**src/dcache_cfg.svh**
```systemverilog
`ifndef DCACHE_CFG_SVH
`define DCACHE_CFG_SVH

// Two ways only, since each set keeps a single LRU bit
`define DCACHE_WAYS 2

// 64 sets of 4-word lines, 2 KiB in total
`define DCACHE_INDEX_BITS 6
`define DCACHE_OFFSET_BITS 2

// Physical word address from the processor
`define DCACHE_ADDR_BITS 30

// Dirty victim lines waiting for memory
`define DCACHE_WB_DEPTH 4

`endif

```
**src/dcache_pkg.sv**
```systemverilog
`include "dcache_cfg.svh"

package dcache_pkg;

    typedef logic [31:0] word_t;
    typedef logic [127:0] line_t; // Word 0 in the low bits
    typedef logic [3:0] byte_en_t;

    typedef logic [`DCACHE_INDEX_BITS-1:0] index_t;
    typedef logic [`DCACHE_OFFSET_BITS-1:0] offset_t;

    // Address bits above index and offset
    typedef logic [`DCACHE_ADDR_BITS-`DCACHE_INDEX_BITS-`DCACHE_OFFSET_BITS-1:0] tag_t;

    // Tag and index, as memory sees a line
    typedef logic [`DCACHE_ADDR_BITS-`DCACHE_OFFSET_BITS-1:0] line_addr_t;

    // One bit per way
    typedef logic [`DCACHE_WAYS-1:0] way_sel_t;

endpackage

```
**src/dcache_write_buffer.sv**
```systemverilog
`timescale 1ns/1ps
`include "dcache_cfg.svh"

module dcache_write_buffer (
    input  logic                   clock,
    input  logic                   reset,
    input  logic                   enqueue,
    input  logic                   victim_way,
    input  dcache_pkg::index_t     victim_index,
    input  dcache_pkg::tag_t       way_tag [`DCACHE_WAYS],
    input  dcache_pkg::line_t      way_line [`DCACHE_WAYS],
    input  dcache_pkg::line_addr_t fill_address,
    input  logic                   mem_ready,
    output logic                   full,
    output logic                   empty,
    output dcache_pkg::line_addr_t mem_address,
    output dcache_pkg::line_t      mem_line_out,
    output logic                   mem_line_out_valid
);

    import dcache_pkg::*;

    localparam int DEPTH    = `DCACHE_WB_DEPTH;
    localparam int PTR_BITS = $clog2(DEPTH);

    line_addr_t          addr_mem [DEPTH];
    line_t               line_mem [DEPTH];
    logic [PTR_BITS-1:0] head;
    logic [PTR_BITS-1:0] tail;
    logic [PTR_BITS:0]   count;
    logic                do_enq;
    logic                do_deq;

    assign full   = (count == DEPTH[PTR_BITS:0]);
    assign empty  = (count == '0);
    assign do_enq = enqueue & ~full;
    assign do_deq = mem_ready & ~empty; // Memory took the head line

    always_ff @(posedge clock) begin
        if (do_enq) begin
            addr_mem[tail] <= {way_tag[victim_way], victim_index};
            line_mem[tail] <= way_line[victim_way];
        end
    end

    always_ff @(posedge clock) begin
        if (reset) begin
            head  <= '0;
            tail  <= '0;
            count <= '0;
        end else begin
            if (do_enq) begin
                tail <= tail + 1'b1;
            end
            if (do_deq) begin
                head <= head + 1'b1;
            end
            case ({do_enq, do_deq})
                2'b10:   count <= count + 1'b1;
                2'b01:   count <= count - 1'b1;
                default: count <= count;
            endcase
        end
    end

    // Head entry owns the address bus until drained
    assign mem_address        = empty ? fill_address : addr_mem[head];
    assign mem_line_out       = line_mem[head];
    assign mem_line_out_valid = ~empty;

endmodule

```
**config.mk**
```make
export PLATFORM = sky130hd
export DESIGN_NAME = dcache_write_buffer
export DESIGN_NICKNAME = d
export VERILOG_FILES = /design/src/dcache_pkg.sv /design/src/dcache_write_buffer.sv
export VERILOG_INCLUDE_DIRS = /design/src /design/src/src
export SDC_FILE = /design/constraint.sdc
export NUM_CORES = 1
export LEC_CHECK = 0
export BUFFER_PORTS_ARGS = -buffer_cell sky130_fd_sc_hd__buf_2
export CAP_MARGIN = 30
export CORE_ASPECT_RATIO = 0.6
export CORE_MARGIN = 2
export CORE_UTILIZATION = 52
export CTS_BUF_LIST = sky130_fd_sc_hd__clkbuf_4
export DETAILED_ROUTE_END_ITERATION = 10
export HOLD_SLACK_MARGIN = 0.06
export PLACE_DENSITY = 0.79
export REMOVE_ABC_BUFFERS = 1
export SYNTH_ARGS = -nofsm -noshare
export SYNTH_HDL_FRONTEND = slang
export SYNTH_SLANG_ARGS = --single-unit
```
**constraint.sdc**
```tcl
create_clock -name clock -period 5.04 [get_ports clock]
set_input_delay 0.252 -clock clock [delete_from_list [all_inputs] [get_ports clock]]
set_output_delay 0.252 -clock clock [all_outputs]
set_load 0.05 [all_outputs]
```
After elaboration in Yosys (flattened, before gate mapping). Memories as Yosys holds them, arrays and structs flattened. A register that Yosys moved wholly into a read port is not among the register bits. Cells that the tools add are included.

Bitwise gates (word level): 5. Mux-type cells: 14. Magnitude comparators: 1. Reduce and logical (&&, ||, !) cells: 2. Equality and inequality tests: 3. Add/sub/neg operators: 4.

Operators with widths (number): $mux W128 (3); $mux W22 (3); $mux W28 (1); $mux W2 (4); $pmux W3 S2 (1); $add A2 B1 Y2 const B (2); $add A3 B1 Y3 const B (1); $eq A3 B3 Y1 const B (1); $logic_not A3 Y1 (1); $sub A3 B1 Y3 const B (1); $and A1 B1 Y1 (2); $eq A2 B1 Y1 const B (1); $eq A2 B2 Y1 const B (1); $ge A2 B2 Y1 const B (1); $mux W1 (2); $not A1 Y1 (2); $not A1 Y2 (1); $reduce_bool A2 Y1 (1).

Memory bits (writable): 624. Register bits after elaboration: 7. Output and inout port bits: 159. Input port bits: 339. Logic and storage cells: 34. Memories kept: 2.

Memories: line_mem (words 4, width 128, read ports 1, clocked after Yosys merged registers in 1, write ports 1, RTL line dcache_write_buffer.sv:27) `line_t line_mem [DEPTH];`; addr_mem (words 4, width 28, read ports 1, clocked after Yosys merged registers in 1, write ports 1, RTL line dcache_write_buffer.sv:26) `line_addr_t addr_mem [DEPTH];`.

Longest topological paths before layout.
Depth in word-level cells: 5. Depth in mapped cells: 11.

Worst setup path after synthesis. No wires, ideal clock.

Path type: register to register. From: reg count[0]. To: mem addr_mem[0][0] (netlist bit), enable pin. Slack: 0.166 ns. Data required time: 4.504 ns. Cell stages (with the launch flop): 4. Library setup time: 0.536 ns. Data arrival time: 4.338 ns. Cell sequence: dfxtp_1 > or3b_1 > clkbuf_1 > and3_1.

Cells in the longest elaborated chain, start to end: 5.

RTL lines: start: declaration (RTL line dcache_write_buffer.sv:30) `logic [PTR_BITS:0] count;`; start signal: assignment (RTL line dcache_write_buffer.sv:59) `2'b10: count <= count + 1'b1;`; start signal: assignment (RTL line dcache_write_buffer.sv:60) `2'b01: count <= count - 1'b1;`; start signal: assignment (RTL line dcache_write_buffer.sv:61) `default: count <= count;`; $eq A3 B3 Y1 (RTL line dcache_write_buffer.sv:34) `assign full = (count == DEPTH[PTR_BITS:0]);`; $not A1 Y1 (RTL line dcache_write_buffer.sv:36) `assign do_enq = enqueue & ~full;`; $and A1 B1 Y1 (RTL line dcache_write_buffer.sv:36); $mux W1 (RTL line dcache_write_buffer.sv:40) `if (do_enq) begin`; $mux W1 (implied by the code) (RTL line dcache_write_buffer.sv:41) `addr_mem[tail] <= {way_tag[victim_way], victim_index};`; end: declaration (RTL line dcache_write_buffer.sv:26).

Every way passes these cells.

==> flow_summary.yaml <==
outcome:
  status: "completed"
routing:
  drtIter0Drc: 999
  firstDrtPassIters: 5
  ant_nets: 0
  post_drt_via_cell_ratio: 5.37
  routedWlPerCell_um: 21.6
  routed_wl_um: 58800
  drc: 0
  vias: 14700
sta:
  worst_pin_slew_ns: 0.921
  slew_violations: 0
  relSlewSlack_pct: 38.6
  min_period_ns: 3.47
  fin_crit_sh_pct: 68.8
  fin_skew_ns: 0.0746
  hold_viol: 0
  rsz0062_at_grt: "false"
  setup_violations: 0
  max_clock_freq_ghz: 0.289
placed_design:
  portBuffers: 497
  dp_hpwl_um: 32300
  gp_congestion: 0.736
  place_area_sq_mm: 0.0283
  dpl.cell_count: 2163
setup_path:
  cp_data_arrival_time_ns: 3.21
  cp.required_ns: 4.79
  end_kind: "output pin"
  cp_max_fo: 67
  reg2reg_depth: 11
  start_kind: "register"
  worstSetupPathType: "reg -> out"
grt:
  grt_max_degree: 89
  grt_pass1_wl_um: 89300
  grt.overflow.total: 0
  grt_usage_pct: 23.6
  grt_pass1_vias: 16100
  antenna_found_initial: 3
finish:
  nets: 2325
  drive_above_1_share_pct: 51.4
  fin_cells: 2728
  seqCellArea_sq_mm: 0.0189
  multi_input_area_sq_mm: 0.00586
  design_area_sq_mm: 0.0333
  nFillCells: 2871
  fin_util_pct: 69.5
  syn_to_final_growth_pct: 31.7
clock_network:
  ctsHtreeMaxLevel: 4
  post_cts_resized: 0
  cts_buffers: 143
  hold_buffers: 310
  cts_sinks: 633
  clk_path_buf_depth: 3
  clockRootBuffer: "clkbuf_4"
  postCtsSetupBuffers: 0
  cts_tree: "yes"
  clk_pin_slew_ns: 0.06
  clk_latency_ns: 0.85
floorplan:
  chipHeight_um: 175
  core-area_sq_mm: 0.0479
  placementRows: 62
  io_pins: 498
  dieArea_sq_mm: 0.0505
  start_util_pct: 52.8
  dieWidth_um: 289
job:
  drv_cap: 0
pwr:
  power_density_mw_per_mm2: 485
  static-leakage-power_nw: 12.0
  worst_ir_drop_vdd_mv: 0.307
logic_synthesis:
  synth_top_cell_area_share_pct: 74.1
  synth_cell_types: 26
  yosysWarnings: 0
  synth.avg_cell_area_sq_um: 23.7
  syn_area_sq_mm: 0.0253
  ys_seq_area_share_pct: 74.8
  ys_top_cells_by_area: "edfxtp_1 74%, mux4_2 12%, mux2_2 7.9%"
  synthCells: 1068
  synth_top_cell_by_area: "edfxtp_1"
  synth-seq-cells: 633
min_path:
  holdPathStages: 2
  hold_class: "in -> reg"
synthesized netlist by cell type:
cell and count:
or3_1 1, buf_12 13, buf_6 3, mux4_2 138, nor3_1 1, buf_4 1
nor2_1 7, xor2_1 4, buf_2 31, or3b_1 1, inv_1 10, o31ai_1 1
nand3_1 2, a21oi_1 4, o311ai_0 1, o21ai_0 3, edfxtp_1 624, mux4_1 18
clkbuf_1 6, ha_1 5, buf_8 1, mux2_2 178, buf_1 1, dfxtp_1 9
fa_1 1, and3_1 4
state kept, by name, indices dropped and copies added, names as in the netlist, named ones only:
register	cells
line_mem	512
addr_mem	112
count	3
head	2
tail	2
final timing paths:
check	from	to	slack, ns
setup / recovery	register	mem_line_out[84]	1.57
hold / removal	victim_index[3]	addr_mem[2][3]$_DFFE_PP_	0.20
setup reg to reg	count[2]$_SDFFE_PP0P_	count[2]$_SDFFE_PP0P_	2.03
hold reg to reg	head[1]$_SDFFE_PP0P_	register	0.51
metrics by stage:
step                      setup slack (ns)  setup TNS [ns]  hold slack (ns)  power, mW
after floorplan                      -2.72         -378.91            0.321       10.8
after detailed placement              2.38               0            0.468       12.0
after global routing                  1.29               0           0.0965       16.8
final                                 1.57               0            0.200       16.1
after global placement                2.37               0            0.463       12.0
after CTS                             1.44               0           0.0928       16.2
area by class of cell:
type	instances	share of cell area (%)
inverters	10	0.113
multi-input cells	369	17.6
diodes	5	0.0376
well taps	640	2.40
clock buffers	217	4.89
flip-flops and latches	633	56.8
repair buffers	823	17.6
clock inverters	31	0.522
layer usage:
| layer | track usage [%] | routed length [um] | vias to the layer above | share of wire [%] |
|---|---|---|---|---|
| met5 | 0 | 0 | - | 0 |
| met2 | 40.4 | 30300 | 643 | 52 |
| met1 | 28.9 | 22400 | 7401 | 38 |
| met4 | 9.34 | 1750 | 0 | 3.0 |
| li1 | - | - | 6477 | - |
| met3 | 6.34 | 4310 | 140 | 7.3 |
kinds of logic (layout without fill, tap and decap cells):
group	after synthesis	count (layout)	share of synthesized area [%]
other cells	0	5	0
xor+xnor	4	4	0.139
fa+ha+maj	6	6	0.327
flops	633	633	74.8
compound gates	9	9	0.203
mux	334	334	22.1
simple gates	16	16	0.322
buf+inv	66	1081	2.12
where the power goes:
group          switching [mW]  leakage (nW)  internal, mW
logic                    3.66          5.10          1.93
clock network            2.00          1.07          1.98
registers               0.237          5.80          6.32
total                    5.90          12.0          10.2
critical path, cell delays in order, from the launching register on:
cell	delay (ns)
dfxtp_4	0.90
buf_12	0.44
mux4_2	0.61
buf_2	0.23
cell usage in the layout (no fill, tap or decap), drive strengths merged:
cell         Yosys  layout
and3             4       4
dfxtp            9       9
buf             50     513
clkbuf           6     217
or3b             1       1
diode            0       5
o21ai            3       3
or3              1       1
nor2             7       7
xor2             4       4
mux4           156     156
nor3             1       1
a21oi            4       4
o311ai           1       1
clkinv           0      20
o31ai            1       1
clkinvlp         0       5
inv             10      16
edfxtp         624     624
nand3            2       2
mux2           178     178
ha               5       5
dlygate4sd3      0     310
fa               1       1
Power figures use the tool's default switching activity.
