==> src/dcache_cfg.svh <==
`ifndef DCACHE_CFG_SVH
`define DCACHE_CFG_SVH

// Two ways only, since each set keeps a single LRU bit
`define DCACHE_WAYS 2

// 64 sets of 4-word lines, 2 KiB in total
`define DCACHE_INDEX_BITS 6
`define DCACHE_OFFSET_BITS 2

// Physical word address from the processor
`define DCACHE_ADDR_BITS 30

// Dirty victim lines waiting for memory
`define DCACHE_WB_DEPTH 4

`endif

==> src/dcache_pkg.sv <==
`include "dcache_cfg.svh"

package dcache_pkg;

    typedef logic [31:0] word_t;
    typedef logic [127:0] line_t; // Word 0 in the low bits
    typedef logic [3:0] byte_en_t;

    typedef logic [`DCACHE_INDEX_BITS-1:0] index_t;
    typedef logic [`DCACHE_OFFSET_BITS-1:0] offset_t;

    // Address bits above index and offset
    typedef logic [`DCACHE_ADDR_BITS-`DCACHE_INDEX_BITS-`DCACHE_OFFSET_BITS-1:0] tag_t;

    // Tag and index, as memory sees a line
    typedef logic [`DCACHE_ADDR_BITS-`DCACHE_OFFSET_BITS-1:0] line_addr_t;

    // One bit per way
    typedef logic [`DCACHE_WAYS-1:0] way_sel_t;

endpackage

==> src/dcache_control.sv <==
`timescale 1ns/1ps
`include "dcache_cfg.svh"

module dcache_control (
    input  logic                          clock,
    input  logic                          reset,
    input  logic [`DCACHE_ADDR_BITS-1:0]  address,
    input  logic                          read,
    input  dcache_pkg::byte_en_t          write_en,
    input  dcache_pkg::word_t             write_data,
    output dcache_pkg::word_t             read_data,
    output logic                          ready,
    input  logic                          mem_ready,
    input  dcache_pkg::word_t             mem_read_data,
    input  dcache_pkg::offset_t           mem_read_offset,
    output logic                          mem_read_line,
    output dcache_pkg::line_addr_t        fill_address,
    input  dcache_pkg::way_sel_t          way_hit,
    input  dcache_pkg::way_sel_t          way_valid,
    input  dcache_pkg::way_sel_t          way_dirty,
    input  dcache_pkg::word_t             way_word [`DCACHE_WAYS],
    output dcache_pkg::index_t            index,
    output dcache_pkg::offset_t           offset,
    output dcache_pkg::tag_t              tag,
    output dcache_pkg::word_t             write_data_q,
    output dcache_pkg::byte_en_t          write_en_q,
    output dcache_pkg::word_t             fill_data,
    output dcache_pkg::offset_t           fill_offset,
    output dcache_pkg::way_sel_t          way_write,
    output dcache_pkg::way_sel_t          way_fill,
    output dcache_pkg::way_sel_t          way_validate,
    input  logic                          wb_full,
    input  logic                          wb_empty,
    output logic                          wb_enqueue,
    output logic                          victim_way
);

    import dcache_pkg::*;

    localparam logic [2:0] IDLE        = 3'd0;
    localparam logic [2:0] TAG_CHECK   = 3'd1;
    localparam logic [2:0] WRITEBACK   = 3'd2;
    localparam logic [2:0] FILL        = 3'd3;
    localparam logic [2:0] FILL_WAIT_1 = 3'd4;
    localparam logic [2:0] FILL_WAIT_2 = 3'd5;
    localparam logic [2:0] FILL_WAIT_3 = 3'd6;
    localparam logic [2:0] FILL_WAIT_4 = 3'd7;

    localparam int SETS = 1 << `DCACHE_INDEX_BITS;

    logic [2:0]                  state;
    logic [2:0]                  state_next;
    logic [`DCACHE_ADDR_BITS-1:0] address_q;
    logic [SETS-1:0]             lru_bits; // Names the least recently used way
    logic                        capture;
    logic                        hit_any;
    logic                        victim_new;
    logic                        victim_dirty;
    logic                        fill_word;
    way_sel_t                    victim_sel;

    assign capture = (state == IDLE) & (read | (write_en != '0));

    // Request registers
    always_ff @(posedge clock) begin
        if (capture) begin
            address_q    <= address;
            write_en_q   <= write_en;
            write_data_q <= write_data;
        end
    end

    assign offset       = address_q[`DCACHE_OFFSET_BITS-1:0];
    assign index        = address_q[`DCACHE_OFFSET_BITS +: `DCACHE_INDEX_BITS];
    assign tag          = address_q[`DCACHE_ADDR_BITS-1:`DCACHE_OFFSET_BITS+`DCACHE_INDEX_BITS];
    assign fill_address = {tag, index};

    assign hit_any = |way_hit;

    // Victim is an empty way first, then the LRU way
    always_comb begin
        if (!way_valid[0]) begin
            victim_new = 1'b0;
        end else if (!way_valid[1]) begin
            victim_new = 1'b1;
        end else begin
            victim_new = lru_bits[index];
        end
    end

    assign victim_dirty = way_valid[victim_new] & way_dirty[victim_new];

    // Held from the missing tag check until the refill validates
    always_ff @(posedge clock) begin
        if (reset) begin
            victim_way <= 1'b0;
        end else if ((state == TAG_CHECK) && !hit_any) begin
            victim_way <= victim_new;
        end
    end

    assign victim_sel = way_sel_t'(1) << victim_way;

    always_ff @(posedge clock) begin
        if (reset) begin
            lru_bits <= '0;
        end else if (ready) begin
            lru_bits[index] <= ~way_hit[1]; // Point at the way not just used
        end
    end

    always_comb begin
        state_next = state;
        case (state)
            IDLE:        state_next = capture ? TAG_CHECK : IDLE;
            TAG_CHECK: begin
                if (hit_any) begin
                    state_next = IDLE;
                end else if (victim_dirty) begin
                    state_next = WRITEBACK;
                end else begin
                    state_next = FILL;
                end
            end
            WRITEBACK:   state_next = wb_full ? WRITEBACK : FILL;
            FILL:        state_next = wb_empty ? FILL_WAIT_1 : FILL;
            FILL_WAIT_1: state_next = mem_ready ? FILL_WAIT_2 : FILL_WAIT_1;
            FILL_WAIT_2: state_next = mem_ready ? FILL_WAIT_3 : FILL_WAIT_2;
            FILL_WAIT_3: state_next = mem_ready ? FILL_WAIT_4 : FILL_WAIT_3;
            FILL_WAIT_4: state_next = mem_ready ? TAG_CHECK : FILL_WAIT_4;
            default:     state_next = IDLE;
        endcase
    end

    always_ff @(posedge clock) begin
        if (reset) begin
            state <= IDLE;
        end else begin
            state <= state_next;
        end
    end

    assign ready         = (state == TAG_CHECK) & hit_any;
    assign wb_enqueue    = (state == WRITEBACK) & ~wb_full;
    assign mem_read_line = (state == FILL) & wb_empty; // Fill waits for a drained buffer

    // Fill words go straight into the victim way
    assign fill_word    = mem_ready & ((state == FILL_WAIT_1) | (state == FILL_WAIT_2) |
                                       (state == FILL_WAIT_3) | (state == FILL_WAIT_4));
    assign fill_data    = mem_read_data;
    assign fill_offset  = mem_read_offset;
    assign way_fill     = fill_word ? victim_sel : '0;
    assign way_validate = ((state == FILL_WAIT_4) && mem_ready) ? victim_sel : '0;
    assign way_write    = ((state == TAG_CHECK) && (write_en_q != '0)) ? way_hit : '0;

    // Hit word select
    always_comb begin
        read_data = '0;
        for (int w = 0; w < `DCACHE_WAYS; w++) begin
            if (way_hit[w]) begin
                read_data = way_word[w];
            end
        end
    end

endmodule

==> config.mk <==
export PLATFORM = sky130hd
export DESIGN_NAME = dcache_control
export DESIGN_NICKNAME = d
export VERILOG_FILES = /design/src/dcache_pkg.sv /design/src/dcache_control.sv
export VERILOG_INCLUDE_DIRS = /design/src /design/src/src
export SDC_FILE = /design/constraint.sdc
export NUM_CORES = 1
export LEC_CHECK = 0
export BUFFER_PORTS_ARGS = -buffer_cell sky130_fd_sc_hd__buf_4
export CAP_MARGIN = 5
export CORE_AREA = 2 2 135 137
export DETAILED_ROUTE_END_ITERATION = 6
export DIE_AREA = 0 0 137 139
export PLACE_DENSITY = 0.66
export SYNTH_ARGS = -nofsm -noshare
export SYNTH_HDL_FRONTEND = slang
export SYNTH_SLANG_ARGS = --single-unit
==> constraint.sdc <==
create_clock -name clock -period 11.15 [get_ports clock]
set_clock_uncertainty 0.2 [all_clocks]
set_input_delay 1.115 -clock clock [delete_from_list [all_inputs] [get_ports clock]]
set_output_delay 1.115 -clock clock [all_outputs]
set_load 0.005 [all_outputs]
# ---- After elaboration in Yosys (flattened, before gate mapping)
# Index checks and enable logic that the tools add are counted.
dict set report totals {
  out_inout_bits 170
  inputBits 176
  word_cells 64
  reg_bits 134
}
dict set report op_classes {
  bitwise 12
  n_reduce_logical 9
  n_lt_le_gt_ge 3
  mux 26
  shifts 1
  n_eq_ne 7
}
# op count
set op_table {}
lappend op_table {{bitwise mux 64 bit} 1}
lappend op_table {{two-way mux 32 bit} 2}
lappend op_table {{case mux 3 bit (8 select lines)} 1}
lappend op_table {{two-way mux 1 bit} 13}
lappend op_table {{equality test 3 bit, second input constant} 4}
lappend op_table {{two-way mux 2 bit} 5}
lappend op_table {{nonzero test 4 bit} 2}
lappend op_table {{< comparator 6 x 7 -> 1 bit, second input constant} 1}
lappend op_table {{bitwise AND 1 bit} 6}
lappend op_table {{binary-select mux 1 bit (select 6 bit)} 1}
lappend op_table {{demux 1 bit (select 6 bit)} 1}
lappend op_table {{equality test 3 x 2 -> 1 bit, second input constant} 2}
lappend op_table {{>= comparator 6 x 1 -> 1 bit, second input constant} 1}
lappend op_table {{two-way mux 3 bit} 2}
lappend op_table {{logical AND 1 bit} 4}
lappend op_table {{bitwise OR 1 bit} 4}
lappend op_table {{equality test 3 x 1 -> 1 bit, second input constant} 1}
lappend op_table {{zero test 3 bit} 1}
lappend op_table {{< comparator 1 x 2 -> 1 bit, second input constant} 1}
lappend op_table {{inverter 1 bit} 2}
lappend op_table {{OR reduction 2 bit} 1}
lappend op_table {{left shift 1 x 1 -> 2 bit, first input constant} 1}
lappend op_table {{zero test 1 bit} 1}

# ---- Longest topological paths before layout
dict set report logic_depth {
  depth_word 10
  mapped_depth 9
  ltp_nobuf 7
}

# ---- Least setup slack after synthesis
# OpenSTA, ideal clock, no wires.
dict set report synth_path {
  path_kind {input -> register}
  from {input write_en[3]}
  to {register address_q[0] (enable)}
  cell_stages 3
  n_path_buf 0
  arrival_ps 7528
  slack_ps 2766
  setup_ps 656
  required_time_ps 10294
  cell_sequence {or4_1 -> nor2_1 -> nor4_1}
}
dict set report synth_via {
  elab_chain_len 3
}
# item line
set synth_rtl {}
lappend synth_rtl {{start, declared} dcache_control.sv:9} ;# input dcache_pkg::byte_en_t write_en,
lappend synth_rtl {{nonzero test 4 bit} dcache_control.sv:62} ;# assign capture = (state == IDLE) & (read | (write_en != '0));
lappend synth_rtl {{bitwise OR 1 bit} dcache_control.sv:62}
lappend synth_rtl {{bitwise AND 1 bit} dcache_control.sv:62}
lappend synth_rtl {{via capture} dcache_control.sv:55} ;# logic capture;
lappend synth_rtl {{end signal, assigned} dcache_control.sv:67} ;# address_q <= address;
lappend synth_rtl {{end, declared} dcache_control.sv:53} ;# logic [`DCACHE_ADDR_BITS-1:0] address_q;
# The timed path passes the listed nets, and every way through them passes these cells.
# A chain may end at the register's enable or synchronous reset.

# ---- Worst setup path after layout
dict set report layout_path {
  from {input way_hit[1]}
  to {output read_data[3]}
}
dict set report layout_via {
  elab_chain_len 1
}
# item line
set layout_rtl {}
lappend layout_rtl {{start, declared} dcache_control.sv:18} ;# input dcache_pkg::way_sel_t way_hit,
lappend layout_rtl {{two-way mux 32 bit} dcache_control.sv:160} ;# if (way_hit[w]) begin
lappend layout_rtl {{end, declared} dcache_control.sv:11} ;# output dcache_pkg::word_t read_data,
# Every way passes these cells.

==> impl_metrics.yaml <==
status:
  run_status: "complete, no violations"
flow_run:
  maxCapViolCount: 0
global_route:
  grt_max_degree: 102
  antenna_found_initial: 1
  grt_pass1_wl_um: 29170
  track_usage_pct: 20.50
  grt_pass1_vias: 4978
  gr-total-overflow: 0
synthesis:
  synthCells: 593
  synth-compound-area-share_pct: 17.90
  synth_fa_ha_area_share_pct: 0
  synth-xor-area-share_pct: 0
  synth_top_family_by_area: "compound AO/OA/AOI/OAI gates"
  ys_top_cells_by_area: "edfxtp_1 32%, dfxtp_1 22%, nor2_1 8.3%, a211oi_1 8.0%, buf_4 7.8%"
  synth_warnings: 0
  synth_top_cell_by_area: "edfxtp_1"
  synth-async-reset-ratio_pct: 0
  yosysUniqueCellTypes: 51
  synthFlopType: "dfxtp_1"
  syn_avg_cell_area_sq_um: 10.40
  synthMuxAreaShare_pct: 2.739
  yosysTopAreaCellShare_pct: 32.14
  synth-seq-cells: 134
  synth-simple-area-share_pct: 14.67
  syn_area_sq_um: 6166
  synth_edf_count: 66
  synth_nets: 769
  yosysSeqAreaShare_pct: 54.22
setup_path:
  cp.required_ns: 9.84
  path_common_cell: "buf_4"
  crit_slowest_cell: "nor2b_2"
  cpPeakStageDelay_ns: 1.09
  cp_max_fo: 101
  path_class: "input port to output pin"
  critical-path-top-delay-family: "simple AND/OR/NAND/NOR gates"
  crit_chain: "buf_4 > nor2b_2 > a22o_1 > buf_4"
  cp-end-kind: "output pin"
  worst_setup_path_start_kind: "input port"
  critPathBufInv: 2
  cp.arrival_ns: 3.03
clock_network:
  path_clk_slew_ns: 0.05
  cts_resized: 0
  numCtsBuffers: 17
  cts.sinks: 134
  ctsHoldBuffers: 0
  clockBufferDepth: 2
  cts_tree: "done"
  h-tree-depth: 4
  cts_root_buf: "clkbuf_16"
  cts_setup_buffers: 0
  insertion_delay_ns: 0.42
sta:
  fmax_mhz: 230.3
  timing.final.crit_share_pct: 38.95
  slew_violations: 0
  fin_ws_ns: 6.807
  setup_violations: 0
  final_hold_viol_count: 0
  grt_setup_unrepaired: "no"
  tightest_slew_ns: 1.222
  setup_tns_ns: 0
  relSlewSlack_pct: 18.14
  fin_crit_ns: 4.343
final_layout:
  fin_cells: 1039
  fin_area_sq_um: 8591
  drive_gt1_share_pct: 40.74
  nFillCells: 1669
  nNetsFinal: 973
  multi_input_area_sq_um: 2186
  antenna_cells: 0
  area_growth_pct: 39.33
  regArea_sq_um: 3343
power_and_ir_drop:
  ir_drop_v: 0.0001199
  powerDensity_nw_per_um2: 164.4
  leakagePower_uw: 0.003426
  report.power.total_uw: 1412
floorplan:
  fp.dieW_um: 137
  dieArea_sq_um: 19040
  coreArea_sq_um: 17660
  die_h_um: 139
  initial_utilization_pct: 34.92
  ios: 346
  rows: 49
drt:
  num_vias: 5334
  ant_nets: 0
  drc: 0
  vias_per_cell: 5.134
  drt_wl_total_um: 20060
  dr.pass1.iters: 4
  drt-initial-drc-count: 431
  wl_per_cell_um: 19.30
place:
  dp_slack_ns: 6.831
  io_buffers: 277
  dp.cells: 1007
  place_area_sq_um: 7940
  gp_congestion: 0.8378
  dp_hpwl_um: 14280
worst_hold_path:
  min_path_type: "register to register"
## power by group
group	internal (uW)	switching [uW]
logic	113	103
clock network	401	212
registers	556	26.4
## path summary, 6_finish.rpt
path              slack [ns]                      start  cells past startpoint                        end
setup / recovery        6.81                 way_hit[1]                      4               read_data[3]
hold / removal          0.30  lru_bits[61]$_SDFFE_PP0P_                      2  lru_bits[61]$_SDFFE_PP0P_
setup reg to reg        8.28     address_q[2]$_DFFE_PP_                      7        state[0]$_SDFF_PP0_
hold reg to reg         0.30  lru_bits[61]$_SDFFE_PP0P_                      2  lru_bits[61]$_SDFFE_PP0P_
## metal layers
metal | up-vias | share of wire (%) | track usage [%]
met5 | - | 0.050 | 0
met2 | 276 | 41 | 27.60
met3 | 34 | 12 | 7.529
met1 | 2508 | 45 | 29.91
met4 | 2 | 2.0 | 7.162
li1 | 2514 | - | -
## metrics by stage
stage / util, % / hold WS [ns]
after floorplan: - / 0.2737
after global placement: 44.97 / 0.2819
after detailed placement: 44.97 / 0.2896
after CTS: 48.65 / 0.2977
after global routing: 48.65 / 0.3162
final: 48.65 / 0.2964
## Yosys cell counts, types with 4 or more instances
| library cell | instances |
|---|---|
| o21ai_0 | 7 |
| nand2b_1 | 5 |
| nor2_1 | 137 |
| nor2b_1 | 9 |
| buf_4 | 64 |
| nand3_1 | 4 |
| edfxtp_1 | 66 |
| dfxtp_1 | 68 |
| and2_1 | 4 |
| a21oi_1 | 6 |
| mux2i_1 | 9 |
| a221oi_1 | 11 |
| a22o_1 | 32 |
| clkbuf_1 | 22 |
| buf_2 | 6 |
| nand2_1 | 21 |
| a211oi_1 | 66 |
## cells in the final DEF (no fill, tap or decap), types with 2 or more instances in the layout
cell type / instances
buf_4: 281
nor2_1: 137
dfxtp_1: 68
a211oi_1: 66
edfxtp_1: 66
a22o_1: 32
nand2_1: 21
clkbuf_16: 18
a221oi_1: 11
mux2i_1: 9
nor2b_1: 8
o21ai_0: 7
a21oi_1: 6
nand2b_1: 5
and2_1: 4
nand3_1: 4
bufinv_16: 4
nor3_1: 3
and3_1: 3
nand2_2: 3
inv_1: 3
o221ai_1: 3
a31oi_1: 3
nor2_2: 2
nor2b_2: 2
o211ai_1: 2
a22oi_1: 2
mux2_2: 2
a221oi_2: 2
o22ai_1: 2
mux4_2: 2
clkbuf_8: 2
clkinv_4: 2
clkbuf_1: 2
## tightest hold or removal path: stages (launching register included)
cell and delay [ns]:
dfxtp_1 0.30, nor2_1 0.09, a211oi_1 0.05
## flip-flops by register name, indices dropped and copies added (netlist names)
signal / cells
address_q: 30
lru_bits: 64
state: 3
victim_way: 1
write_data_q: 32
write_en_q: 4
## final cells by class
type                    instances  area share (%)
flip-flops and latches        134           38.92
inverters                       4          0.1748
well taps                     229           3.335
repair buffers                281           24.56
multi-input cells             359           25.44
clock inverters                10           1.923
clock buffers                  22           5.651
## cell families after synthesis
kind of cell | after synthesis
muxes | 14
AOI/OAI and AO/OA | 142
and+or+nand+nor | 203
DFF | 134
buffers and inverters | 100
No activity file was read; power rests on OpenSTA's default activity.
